===== config.mk =====
export PLATFORM = sky130hd
export DESIGN_NAME = verification_top_level
export DESIGN_NICKNAME = d
export VERILOG_FILES = /design/src/pcs_pkg.sv /design/src/regfile_pkg.sv /design/src/log_port_if.sv /design/src/pcs_tx_path.sv /design/src/pcs_rx_path.sv /design/src/log_memory.sv /design/src/register_file.sv /design/src/verification_top_level.sv
export SDC_FILE = /design/constraint.sdc
export NUM_CORES = 2
export LEC_CHECK = 0
export BUFFER_PORTS_ARGS = -buffer_cell sky130_fd_sc_hd__buf_2
export CORE_MARGIN = 10
export CORE_UTILIZATION = 34
export CTS_CLUSTER_DIAMETER = 100
export DETAILED_ROUTE_END_ITERATION = 8
export SLEW_MARGIN = 20
export SYNTH_ARGS = -nofsm -noshare
export SYNTH_HDL_FRONTEND = slang
export SYNTH_MEMORY_MAX_BITS = 65536
export SYNTH_SLANG_ARGS = --single-unit

===== constraint.sdc =====
create_clock -name i_clock -period 8.4 [get_ports i_clock]
set_clock_uncertainty 0.05 [all_clocks]
set_input_delay 1.26 -clock i_clock [delete_from_list [all_inputs] [get_ports i_clock]]
set_output_delay 1.26 -clock i_clock [all_outputs]
set_load 0.05 [all_outputs]

===== src/pcs_pkg.sv =====
`default_nettype none

package pcs_pkg;

	////////////////////
	// Block widths
	////////////////////
	localparam int LEN_DATA_BLOCK  = 64;	// Decoded data
	localparam int LEN_CTRL_BLOCK  = 8;	// One flag per byte
	localparam int LEN_CODED_BLOCK = 66;	// Sync header plus payload

	localparam int IDLE_PERIOD = 8;	// Every eighth block is idle

	// Self-synchronizing scrambler, x^58 + x^39 + 1
	localparam int SCR_LEN = 58;
	localparam int SCR_TAP = 39;

	// Characters on the decoded side
	localparam logic [7:0] IDLE_CHAR  = 8'h07;
	localparam logic [7:0] ERROR_CHAR = 8'hFE;

	// 7-bit control codes inside a coded control block
	localparam logic [6:0] IDLE_CODE  = 7'h00;
	localparam logic [6:0] ERROR_CODE = 7'h1E;

	typedef enum logic [1:0] {
		SYNC_DATA = 2'b01,
		SYNC_CTRL = 2'b10
	} sync_hdr_e;

	typedef enum logic [7:0] {
		TYPE_IDLE = 8'h1E	// Eight control codes follow
	} block_type_e;

endpackage

`default_nettype wire


===== src/regfile_pkg.sv =====
`default_nettype none

package regfile_pkg;

	localparam int NB_GPIOS  = 32;
	localparam int NB_OPCODE = 9;

	////////////////////
	// Command word
	////////////////////
	localparam int STROBE_BIT = 31;
	localparam int OPCODE_MSB = 30;
	localparam int OPCODE_LSB = 22;
	localparam int NB_ARG     = 22;	// Argument in bits 21..0

	typedef enum logic [NB_OPCODE-1:0] {
		OP_NOP          = 9'd0,
		OP_TX_ENABLE    = 9'd1,	// Arg bit 0
		OP_RX_ENABLE    = 9'd2,	// Arg bit 0
		OP_LOG_RUN      = 9'd3,	// Arg bit 0, run or stop
		OP_SET_ADDR     = 9'd4,
		OP_READ_DATA_LO = 9'd5,
		OP_READ_DATA_HI = 9'd6,
		OP_READ_CTRL    = 9'd7,
		OP_READ_STATUS  = 9'd8
	} opcode_e;

endpackage

`default_nettype wire


===== src/log_port_if.sv =====
`timescale 1ns/100ps
`default_nettype none

interface log_port_if
#(
	parameter int NB_WORD   = 64,
	parameter int RAM_DEPTH = 64
);

	localparam int NB_ADDR = $clog2(RAM_DEPTH);

	logic                 run;
	logic [NB_ADDR-1:0]   read_addr;
	logic [NB_WORD-1:0]   read_data;	// Registered read
	logic                 full;
	logic [NB_ADDR:0]     count;	// Holds RAM_DEPTH itself

	// Register file side
	modport ctrl (
		output run,
		output read_addr,
		input  read_data,
		input  full,
		input  count
	);

	// Memory side
	modport mem (
		input  run,
		input  read_addr,
		output read_data,
		output full,
		output count
	);

endinterface

`default_nettype wire


===== src/pcs_tx_path.sv =====
`timescale 1ns/100ps
`default_nettype none

module pcs_tx_path
	import pcs_pkg::*;
(
	input  wire logic                        i_clock,
	input  wire logic                        i_rst_n,
	input  wire logic                        i_enable,
	output logic      [LEN_CODED_BLOCK-1:0]  o_block,
	output logic                             o_valid
);

	localparam int NB_COUNT = 32;
	localparam int NB_PHASE = $clog2(IDLE_PERIOD);
	localparam int N_LANES  = LEN_DATA_BLOCK / 8;

	logic [NB_COUNT-1:0]        block_cnt;	// Block index k
	logic [LEN_DATA_BLOCK-1:0]  tx_data;
	logic [LEN_CTRL_BLOCK-1:0]  tx_ctrl;
	logic [LEN_CODED_BLOCK-1:0] coded;
	logic [LEN_CODED_BLOCK-1:0] enc_block;
	logic                       enc_valid;
	logic [SCR_LEN-1:0]         scr_state;
	logic [SCR_LEN-1:0]         scr_next;
	logic [LEN_DATA_BLOCK-1:0]  scr_payload;

	////////////////////
	// Block generator
	////////////////////
	always_comb begin
		if (block_cnt[NB_PHASE-1:0] == NB_PHASE'(IDLE_PERIOD - 1)) begin
			tx_ctrl = '1;
			tx_data = {N_LANES{IDLE_CHAR}};
		end else begin
			tx_ctrl = '0;
			tx_data = {block_cnt, ~block_cnt};	// k high, inverse low
		end
	end

	////////////////////
	// 64b/66b encoder
	////////////////////
	always_comb begin
		if (tx_ctrl == '0) begin
			coded = {SYNC_DATA, tx_data};
		end else if (tx_data == {N_LANES{IDLE_CHAR}}) begin
			coded = {SYNC_CTRL, {N_LANES{IDLE_CODE}}, TYPE_IDLE};
		end else begin
			// Anything else goes out as an error block
			coded = {SYNC_CTRL, {N_LANES{ERROR_CODE}}, TYPE_IDLE};
		end
	end

	////////////////////
	// Scrambler
	////////////////////
	// Bit 0 goes first, header is sent in the clear
	always_comb begin
		scr_next = scr_state;
		for (int i = 0; i < LEN_DATA_BLOCK; i++) begin
			scr_payload[i] = enc_block[i] ^ scr_next[SCR_TAP-1] ^ scr_next[SCR_LEN-1];
			scr_next       = {scr_next[SCR_LEN-2:0], scr_payload[i]};
		end
	end

	always_ff @(posedge i_clock) begin
		if (!i_rst_n) begin
			block_cnt <= '0;
			enc_valid <= 1'b0;
			o_valid   <= 1'b0;
			scr_state <= '0;
		end else begin
			enc_valid <= i_enable;
			o_valid   <= enc_valid;
			block_cnt <= i_enable ? block_cnt + 1'b1 : '0;	// Restart at k = 0
			if (enc_valid) begin
				scr_state <= scr_next;
			end
		end
	end

	always_ff @(posedge i_clock) begin
		if (i_enable) begin
			enc_block <= coded;	// Stage 1
		end
		if (enc_valid) begin
			o_block <= {enc_block[LEN_CODED_BLOCK-1 -: 2], scr_payload};	// Stage 2
		end
	end

endmodule

`default_nettype wire


===== src/pcs_rx_path.sv =====
`timescale 1ns/100ps
`default_nettype none

module pcs_rx_path
	import pcs_pkg::*;
(
	input  wire logic                        i_clock,
	input  wire logic                        i_rst_n,
	input  wire logic                        i_enable,
	input  wire logic [LEN_CODED_BLOCK-1:0]  i_block,
	input  wire logic                        i_valid,
	output logic      [LEN_DATA_BLOCK-1:0]   o_rx_raw_data,
	output logic      [LEN_CTRL_BLOCK-1:0]   o_rx_raw_ctrl,
	output logic                             o_valid
);

	localparam int N_LANES = LEN_DATA_BLOCK / 8;

	logic [SCR_LEN-1:0]         dsc_state;
	logic [SCR_LEN-1:0]         dsc_next;
	logic [LEN_DATA_BLOCK-1:0]  dsc_payload;
	logic [LEN_CODED_BLOCK-1:0] dsc_block;
	logic                       dsc_valid;
	sync_hdr_e                  rx_hdr;
	block_type_e                rx_type;
	logic [LEN_DATA_BLOCK-1:0]  dec_data;
	logic [LEN_CTRL_BLOCK-1:0]  dec_ctrl;

	////////////////////
	// Descrambler
	////////////////////
	// State is fed from the line bits, so it tracks the transmitter on its own
	always_comb begin
		dsc_next = dsc_state;
		for (int i = 0; i < LEN_DATA_BLOCK; i++) begin
			dsc_payload[i] = i_block[i] ^ dsc_next[SCR_TAP-1] ^ dsc_next[SCR_LEN-1];
			dsc_next       = {dsc_next[SCR_LEN-2:0], i_block[i]};
		end
	end

	always_ff @(posedge i_clock) begin
		if (!i_rst_n) begin
			dsc_state <= '0;
			dsc_valid <= 1'b0;
			o_valid   <= 1'b0;
		end else begin
			if (i_valid) begin
				dsc_state <= dsc_next;	// Keeps following even while disabled
			end
			dsc_valid <= i_valid & i_enable;
			o_valid   <= dsc_valid;
		end
	end

	always_ff @(posedge i_clock) begin
		if (i_valid) begin
			dsc_block <= {i_block[LEN_CODED_BLOCK-1 -: 2], dsc_payload};
		end
	end

	////////////////////
	// 64b/66b decoder
	////////////////////
	assign rx_hdr  = sync_hdr_e'(dsc_block[LEN_CODED_BLOCK-1 -: 2]);
	assign rx_type = block_type_e'(dsc_block[7:0]);

	always_comb begin
		dec_data = {N_LANES{ERROR_CHAR}};	// Error unless recognized
		dec_ctrl = '1;
		case (rx_hdr)
			SYNC_DATA: begin
				dec_data = dsc_block[LEN_DATA_BLOCK-1:0];
				dec_ctrl = '0;
			end
			SYNC_CTRL: begin
				if (rx_type == TYPE_IDLE && dsc_block[LEN_DATA_BLOCK-1:8] == '0) begin
					dec_data = {N_LANES{IDLE_CHAR}};
				end
			end
			default: ;	// Invalid sync header
		endcase
	end

	always_ff @(posedge i_clock) begin
		if (dsc_valid) begin
			o_rx_raw_data <= dec_data;
			o_rx_raw_ctrl <= dec_ctrl;
		end
	end

endmodule

`default_nettype wire


===== src/log_memory.sv =====
`timescale 1ns/100ps
`default_nettype none

module log_memory
#(
	parameter int NB_WORD   = 64,
	parameter int RAM_DEPTH = 64
)
(
	input  wire logic                i_clock,
	input  wire logic                i_rst_n,
	input  wire logic [NB_WORD-1:0]  i_data,
	input  wire logic                i_valid,
	log_port_if.mem                  port
);

	localparam int               NB_ADDR    = $clog2(RAM_DEPTH);
	localparam logic [NB_ADDR:0] FULL_COUNT = (NB_ADDR + 1)'(RAM_DEPTH);

	logic [NB_WORD-1:0] mem [RAM_DEPTH];
	logic [NB_ADDR-1:0] wr_ptr;
	logic [NB_ADDR:0]   count;
	logic               full;
	logic               run_d;
	logic               run_rise;
	logic [NB_ADDR-1:0] wr_addr;
	logic [NB_ADDR:0]   base_count;
	logic               wr_en;

	// A rising run restarts the log from address 0
	assign run_rise   = port.run & ~run_d;
	assign wr_addr    = run_rise ? '0 : wr_ptr;
	assign base_count = run_rise ? '0 : count;
	assign wr_en      = port.run & i_valid & (run_rise | ~full);	// Full drops

	always_ff @(posedge i_clock) begin
		if (!i_rst_n) begin
			run_d  <= 1'b0;
			wr_ptr <= '0;
			count  <= '0;
			full   <= 1'b0;
		end else begin
			run_d <= port.run;
			if (wr_en) begin
				wr_ptr <= wr_addr + 1'b1;
				count  <= base_count + 1'b1;
				full   <= (base_count + 1'b1) == FULL_COUNT;
			end else if (run_rise) begin
				wr_ptr <= '0;
				count  <= '0;
				full   <= 1'b0;
			end
		end
	end

	always_ff @(posedge i_clock) begin
		if (wr_en) begin
			mem[wr_addr] <= i_data;
		end
		port.read_data <= mem[port.read_addr];	// Random read, one cycle
	end

	assign port.full  = full;
	assign port.count = count;

endmodule

`default_nettype wire


===== src/register_file.sv =====
`timescale 1ns/100ps
`default_nettype none

module register_file
	import regfile_pkg::*;
#(
	parameter int RAM_DEPTH = 64
)
(
	input  wire logic                  i_clock,
	input  wire logic                  i_rst_n,
	input  wire logic [NB_GPIOS-1:0]   i_gpio_in,
	output logic      [NB_GPIOS-1:0]   o_gpio_out,
	log_port_if.ctrl                   data_port,
	log_port_if.ctrl                   ctrl_port,
	output logic                       o_enable_tx,
	output logic                       o_enable_rx,
	output logic                       o_invalid_opcode,
	output logic      [NB_OPCODE-1:0]  o_opcode
);

	localparam int NB_ADDR = $clog2(RAM_DEPTH);

	logic                 strobe_q;
	logic                 cmd_start;
	logic [NB_OPCODE-1:0] cmd_field;
	logic [NB_ARG-1:0]    cmd_arg;
	logic                 cmd_known;
	logic                 log_run;
	logic [NB_ADDR-1:0]   read_addr;
	logic                 cmd_pend;
	logic [NB_OPCODE-1:0] cmd_op;
	logic                 cmd_bad;
	logic                 rd_pend;
	logic [NB_OPCODE-1:0] rd_op;
	logic                 rd_bad;
	logic [NB_GPIOS-1:0]  readback;

	////////////////////
	// Command decode
	////////////////////
	assign cmd_start = i_gpio_in[STROBE_BIT] & ~strobe_q;	// Strobe 0 to 1
	assign cmd_field = i_gpio_in[OPCODE_MSB:OPCODE_LSB];
	assign cmd_arg   = i_gpio_in[NB_ARG-1:0];

	always_comb begin
		case (opcode_e'(cmd_field))
			OP_NOP, OP_TX_ENABLE, OP_RX_ENABLE, OP_LOG_RUN, OP_SET_ADDR,
			OP_READ_DATA_LO, OP_READ_DATA_HI, OP_READ_CTRL, OP_READ_STATUS:
				cmd_known = 1'b1;
			default:
				cmd_known = 1'b0;
		endcase
	end

	always_ff @(posedge i_clock) begin
		if (!i_rst_n) begin
			strobe_q    <= 1'b0;
			o_enable_tx <= 1'b0;
			o_enable_rx <= 1'b0;
			log_run     <= 1'b0;
			read_addr   <= '0;
			cmd_pend    <= 1'b0;
			cmd_op      <= '0;
			cmd_bad     <= 1'b0;
		end else begin
			strobe_q <= i_gpio_in[STROBE_BIT];
			cmd_pend <= cmd_start;
			if (cmd_start) begin
				cmd_op  <= cmd_field;
				cmd_bad <= ~cmd_known;
				case (opcode_e'(cmd_field))
					OP_TX_ENABLE: o_enable_tx <= cmd_arg[0];
					OP_RX_ENABLE: o_enable_rx <= cmd_arg[0];
					OP_LOG_RUN:   log_run     <= cmd_arg[0];
					OP_SET_ADDR:  read_addr   <= cmd_arg[NB_ADDR-1:0];
					default: ;	// Reads act in the later stages
				endcase
			end
		end
	end

	assign data_port.run       = log_run;	// Both logs run together
	assign ctrl_port.run       = log_run;
	assign data_port.read_addr = read_addr;
	assign ctrl_port.read_addr = read_addr;

	////////////////////
	// Read-back
	////////////////////
	// Memory read data is valid one cycle after the command edge
	always_comb begin
		readback = '0;
		case (opcode_e'(rd_op))
			OP_READ_DATA_LO: readback = data_port.read_data[NB_GPIOS-1:0];
			OP_READ_DATA_HI: readback = data_port.read_data[2*NB_GPIOS-1:NB_GPIOS];
			OP_READ_CTRL:    readback = NB_GPIOS'(ctrl_port.read_data);
			OP_READ_STATUS: begin
				readback[NB_GPIOS-1] = data_port.full;
				readback[NB_GPIOS-2] = ctrl_port.full;
				readback[NB_ADDR:0]  = data_port.count;
			end
			default: readback = '0;
		endcase
	end

	always_ff @(posedge i_clock) begin
		if (!i_rst_n) begin
			rd_pend          <= 1'b0;
			rd_op            <= '0;
			rd_bad           <= 1'b0;
			o_gpio_out       <= '0;
			o_opcode         <= '0;
			o_invalid_opcode <= 1'b0;
		end else begin
			rd_pend <= cmd_pend;
			rd_op   <= cmd_op;
			rd_bad  <= cmd_bad;
			if (rd_pend) begin
				o_gpio_out       <= readback;	// Second edge after the command
				o_opcode         <= rd_op;
				o_invalid_opcode <= rd_bad;	// Held until the next command
			end
		end
	end

endmodule

`default_nettype wire


===== src/verification_top_level.sv =====
`timescale 1ns/100ps
`default_nettype none

module verification_top_level
	import pcs_pkg::*;
	import regfile_pkg::*;
#(
	parameter int RAM_DEPTH = 64
)
(
	input  wire logic                  i_clock,
	input  wire logic                  i_rst_n,
	input  wire logic [NB_GPIOS-1:0]   i_gpio_in,
	output logic      [NB_GPIOS-1:0]   o_gpio_out,
	output logic                       o_invalid_opcode,
	output logic      [NB_OPCODE-1:0]  o_opcode
);

	logic                       enable_tx;
	logic                       enable_rx;
	logic [LEN_CODED_BLOCK-1:0] tx_block;
	logic                       tx_valid;
	logic [LEN_DATA_BLOCK-1:0]  rx_raw_data;
	logic [LEN_CTRL_BLOCK-1:0]  rx_raw_ctrl;
	logic                       rx_valid;	// Shared, logs fill in lockstep

	log_port_if #(.NB_WORD(LEN_DATA_BLOCK), .RAM_DEPTH(RAM_DEPTH)) data_log_port ();
	log_port_if #(.NB_WORD(LEN_CTRL_BLOCK), .RAM_DEPTH(RAM_DEPTH)) ctrl_log_port ();

	////////////////////
	// PCS loopback
	////////////////////
	pcs_tx_path
	u_pcs_tx_path
	(
		.i_clock	(i_clock),
		.i_rst_n	(i_rst_n),
		.i_enable	(enable_tx),
		.o_block	(tx_block),
		.o_valid	(tx_valid)
	);

	pcs_rx_path
	u_pcs_rx_path
	(
		.i_clock	(i_clock),
		.i_rst_n	(i_rst_n),
		.i_enable	(enable_rx),
		.i_block	(tx_block),
		.i_valid	(tx_valid),
		.o_rx_raw_data	(rx_raw_data),
		.o_rx_raw_ctrl	(rx_raw_ctrl),
		.o_valid	(rx_valid)
	);

	////////////////////
	// Logs and control
	////////////////////
	log_memory
	#(
		.NB_WORD	(LEN_DATA_BLOCK),
		.RAM_DEPTH	(RAM_DEPTH)
	)
	u_log_data_mem
	(
		.i_clock	(i_clock),
		.i_rst_n	(i_rst_n),
		.i_data		(rx_raw_data),
		.i_valid	(rx_valid),
		.port		(data_log_port)
	);

	log_memory
	#(
		.NB_WORD	(LEN_CTRL_BLOCK),
		.RAM_DEPTH	(RAM_DEPTH)
	)
	u_log_ctrl_mem
	(
		.i_clock	(i_clock),
		.i_rst_n	(i_rst_n),
		.i_data		(rx_raw_ctrl),
		.i_valid	(rx_valid),
		.port		(ctrl_log_port)
	);

	register_file
	#(
		.RAM_DEPTH	(RAM_DEPTH)
	)
	u_register_file
	(
		.i_clock		(i_clock),
		.i_rst_n		(i_rst_n),
		.i_gpio_in		(i_gpio_in),
		.o_gpio_out		(o_gpio_out),
		.data_port		(data_log_port),
		.ctrl_port		(ctrl_log_port),
		.o_enable_tx		(enable_tx),
		.o_enable_rx		(enable_rx),
		.o_invalid_opcode	(o_invalid_opcode),
		.o_opcode		(o_opcode)
	);

endmodule

`default_nettype wire


==> impl_metrics.toml <==
[setup_path]
critPathBufInv = 1
start_kind = "register"
r2r_start = "u_register_file.ctrl_port.run"
path_cells = "nand2_1, a2111oi_2, nand3_1, nor2_4, buf_4"
cpMaxStageDelayCell = "nor2_4"
end_kind = "register"
crit_fanout = 41
cp_top_family = "simple AND/OR/NAND/NOR gates"
required_ns = 8.95
crit_arrival_ns = 5.40
slowest_delay_ns = 1.10
reg2reg_slack_ns = 3.55
path_class = "register to register"
rr_endpoint = "u_log_data_mem.mem[30][16]"
ff2ff_path_depth = 5

[clocking]
cts.clk_slew.worst_paths_ns = 0.06
numCtsBuffers = 450
clk_latency_ns = 1.02
htree_levels = 5
hold_buffers = 0
cts_sinks = 4743
cts_tree = "yes"
clockRootBuffer = "clkbuf_16"
cts_resized = 0
cts.path.max_buffers = 4
post-cts-setup-buffers = 0

[logic_synthesis]
async_reset_ff_frac = 0
synth_area_leaders = "edfxtp_1 (74%), mux4_2 (13%), dfxtp_1 (3.6%)"
synth_area_sq_mm = 0.1802
yosysWarnings = 0
netlist_instances = 8614
yosysTopAreaCellShare = 0.7372
syn_nets = 8657
ys_seq_elements = 4743
ys_seq_area_frac = 0.7727
syn_area_per_cell_sq_um = 20.92
synthDistinctLibCells = 60
synthFlopType = "edfxtp_1"
synth-edff-count = 4423
yosysTopAreaCell = "edfxtp_1"

[timing]
rsz0062_at_grt = "no"
slew_headroom = 0.1854
fin_crit_sh = 0.5777
tightest_slew_ns = 1.222
final_hold_viol_count = 0
max_freq_ghz = 0.2061
slew_violations = 0
setup_tns_ns = 0
post-route-min-period_ns = 4.853
setup_violations = 0

[worst_hold_path]
hold_end = "u_register_file.rd_pend"
hold_depth = 1
min_path_type = "register to register"
hp-start = "u_register_file.cmd_pend"

[placement]
io_buffers = 59
gp_congestion = 0.8196
dp_hpwl_mm = 265.4

[global_route]
grt.total_usage = 0.1700
antenna_found_initial = 30
grt_pass1_vias = 90718
grt-ovfl-total = 0
grt_pass1_wl_mm = 691.7
grt_max_degree = 128

[detailed_routing]
dr.pass1.iters = 6
drtIter0Drc = 12433
finalWirelength_mm = 493.3
antenna_left = 0
drc_errors = 0
wl_per_cell_um = 30.24
viasPerCell = 5.539
num_vias = 90370

[floorplan]
core_area_sq_mm = 0.5285
std_cell_rows = 267
die_x_um = 748.0
pin_count = 76
fp.dieH_um = 748.0
die-area_sq_mm = 0.5594
initial_utilization = 0.3409

[run]
max-cap-violations = 0

[power_and_ir_drop]
power_frac_comb = 0.003
p_int_uw = 37060
pwr-share-clk = 0.446
switching_share = 0.1958
powerDensity_mw_per_mm2 = 224.8
peakVddDrop_mv = 0.2124
p_leak_uw = 0.04796
power_frac_seq = 0.552
power.switching_uw = 9021

[cells_and_area]
fin_nets = 8959
layout_common_cells = "edfxtp_1 (4423), mux4_2 (1040), clkbuf_16 (454)"
area_growth_pct = 13.79
n_fill_cell = 46840
final_util = 0.3879
drive_above_1_share = 0.2300
layout_commonest_cell = "edfxtp_1"

[outcome]
status = "complete, no violations"
-- layer usage --
layer  GRT usage  wire length, um  part of all wire  vias to the layer above
met3     0.03311            47020             0.095                      796
met1      0.2357           198800              0.40                    48753
met2      0.2723           232200              0.47                     4555
li1            -                -                 -                    36260
met4     0.05109            15240             0.031                        6
met5           0               40          0.000081                        -
-- cells in the mapped netlist, types with 41 or more instances --
cell	n
a211oi_1	64
a21o_1	41
a22oi_1	137
and3_1	74
buf_2	130
clkbuf_1	263
dfxtp_1	320
edfxtp_1	4423
mux2i_1	137
mux4_2	1040
nand2_1	245
nand3_1	165
nand4_1	146
nor2_1	256
nor2b_1	230
o221ai_1	128
o22ai_1	126
xnor2_1	266
-- cell type report --
cell class              instances  area [sq um]  share of cell area
multi-input cells            3355         39130              0.1908
diodes                          8         20.02          0.00009765
inverters                      25         93.84           0.0004577
repair buffers                341          2824             0.01377
flip-flops and latches       4743        139300              0.6792
well taps                    6994          8751             0.04268
clock buffers                 588         12130             0.05918
clock inverters               260          2814             0.01373
-- kinds of logic (layout without fill, tap and decap cells) --
logic type,Yosys count,count (layout),synth area share
xor gates and xnor gates,301,301,0.01463
DFF,4743,4743,0.7727
and+or+nand+nor,1242,1242,0.03530
other,0,8,0
adders and majority gates,9,9,0.0006250
buffers and inverters,516,1214,0.01342
AOI/OAI and AO/OA,622,622,0.02544
muxes,1181,1181,0.1379
-- how the worst max path moves through the flow --
stage / startpoint / endpoint / slack, ns / cells past startpoint
after floorplan: u_register_file.ctrl_port.run / u_log_data_mem.mem[10][0] / 0.22 / 5
after CTS: u_register_file.ctrl_port.run / u_log_data_mem.mem[30][16] / 3.70 / 5
after detailed placement: u_register_file.ctrl_port.run / u_log_data_mem.mem[30][16] / 3.71 / 5
after global routing: u_register_file.ctrl_port.run / u_log_data_mem.mem[30][16] / 3.44 / 5
final: u_register_file.ctrl_port.run / u_log_data_mem.mem[30][16] / 3.55 / 5
after global placement: u_register_file.ctrl_port.run / u_log_data_mem.mem[29][59] / 3.66 / 5
-- flip-flops by register name, indices dropped and copies added, names as in the netlist, 58 cells and up --
register / count
u_log_data_mem.mem: 4096
u_pcs_rx_path.dsc_block: 66
u_pcs_tx_path.enc_block: 66
u_pcs_tx_path.o_block: 66
u_log_ctrl_mem.mem: 64
u_log_data_mem.port.read_data: 64
u_pcs_rx_path.o_rx_raw_data: 64
u_pcs_rx_path.dsc_state: 58
u_pcs_tx_path.scr_state: 58
-- metrics by stage --
stage	hold slack, ns	cells	setup WS (ns)	cell area, sq um	total power (uW)
finish	0.3811	16314	3.547	205000	46080
global route	0.3976	16308	3.440	205000	47310
CTS	0.3813	16302	3.700	204900	46380
detailed placement	0.3669	15454	3.712	190000	26050
global placement	0.3659	15453	3.660	190000	26050
floorplan	0.3503	8614	0.2154	180200	26000
-- power groups by stage --
stage	Sequential [uW]	Combinational, uW	Clock, uW
after floorplan	26000	48.5	0
after global placement	25900	115	0
after detailed placement	25900	116	0
after CTS	25400	116	20800
after global routing	25400	123	21800
final	25400	116	20500
No activity file was read; power rests on OpenSTA's default activity.
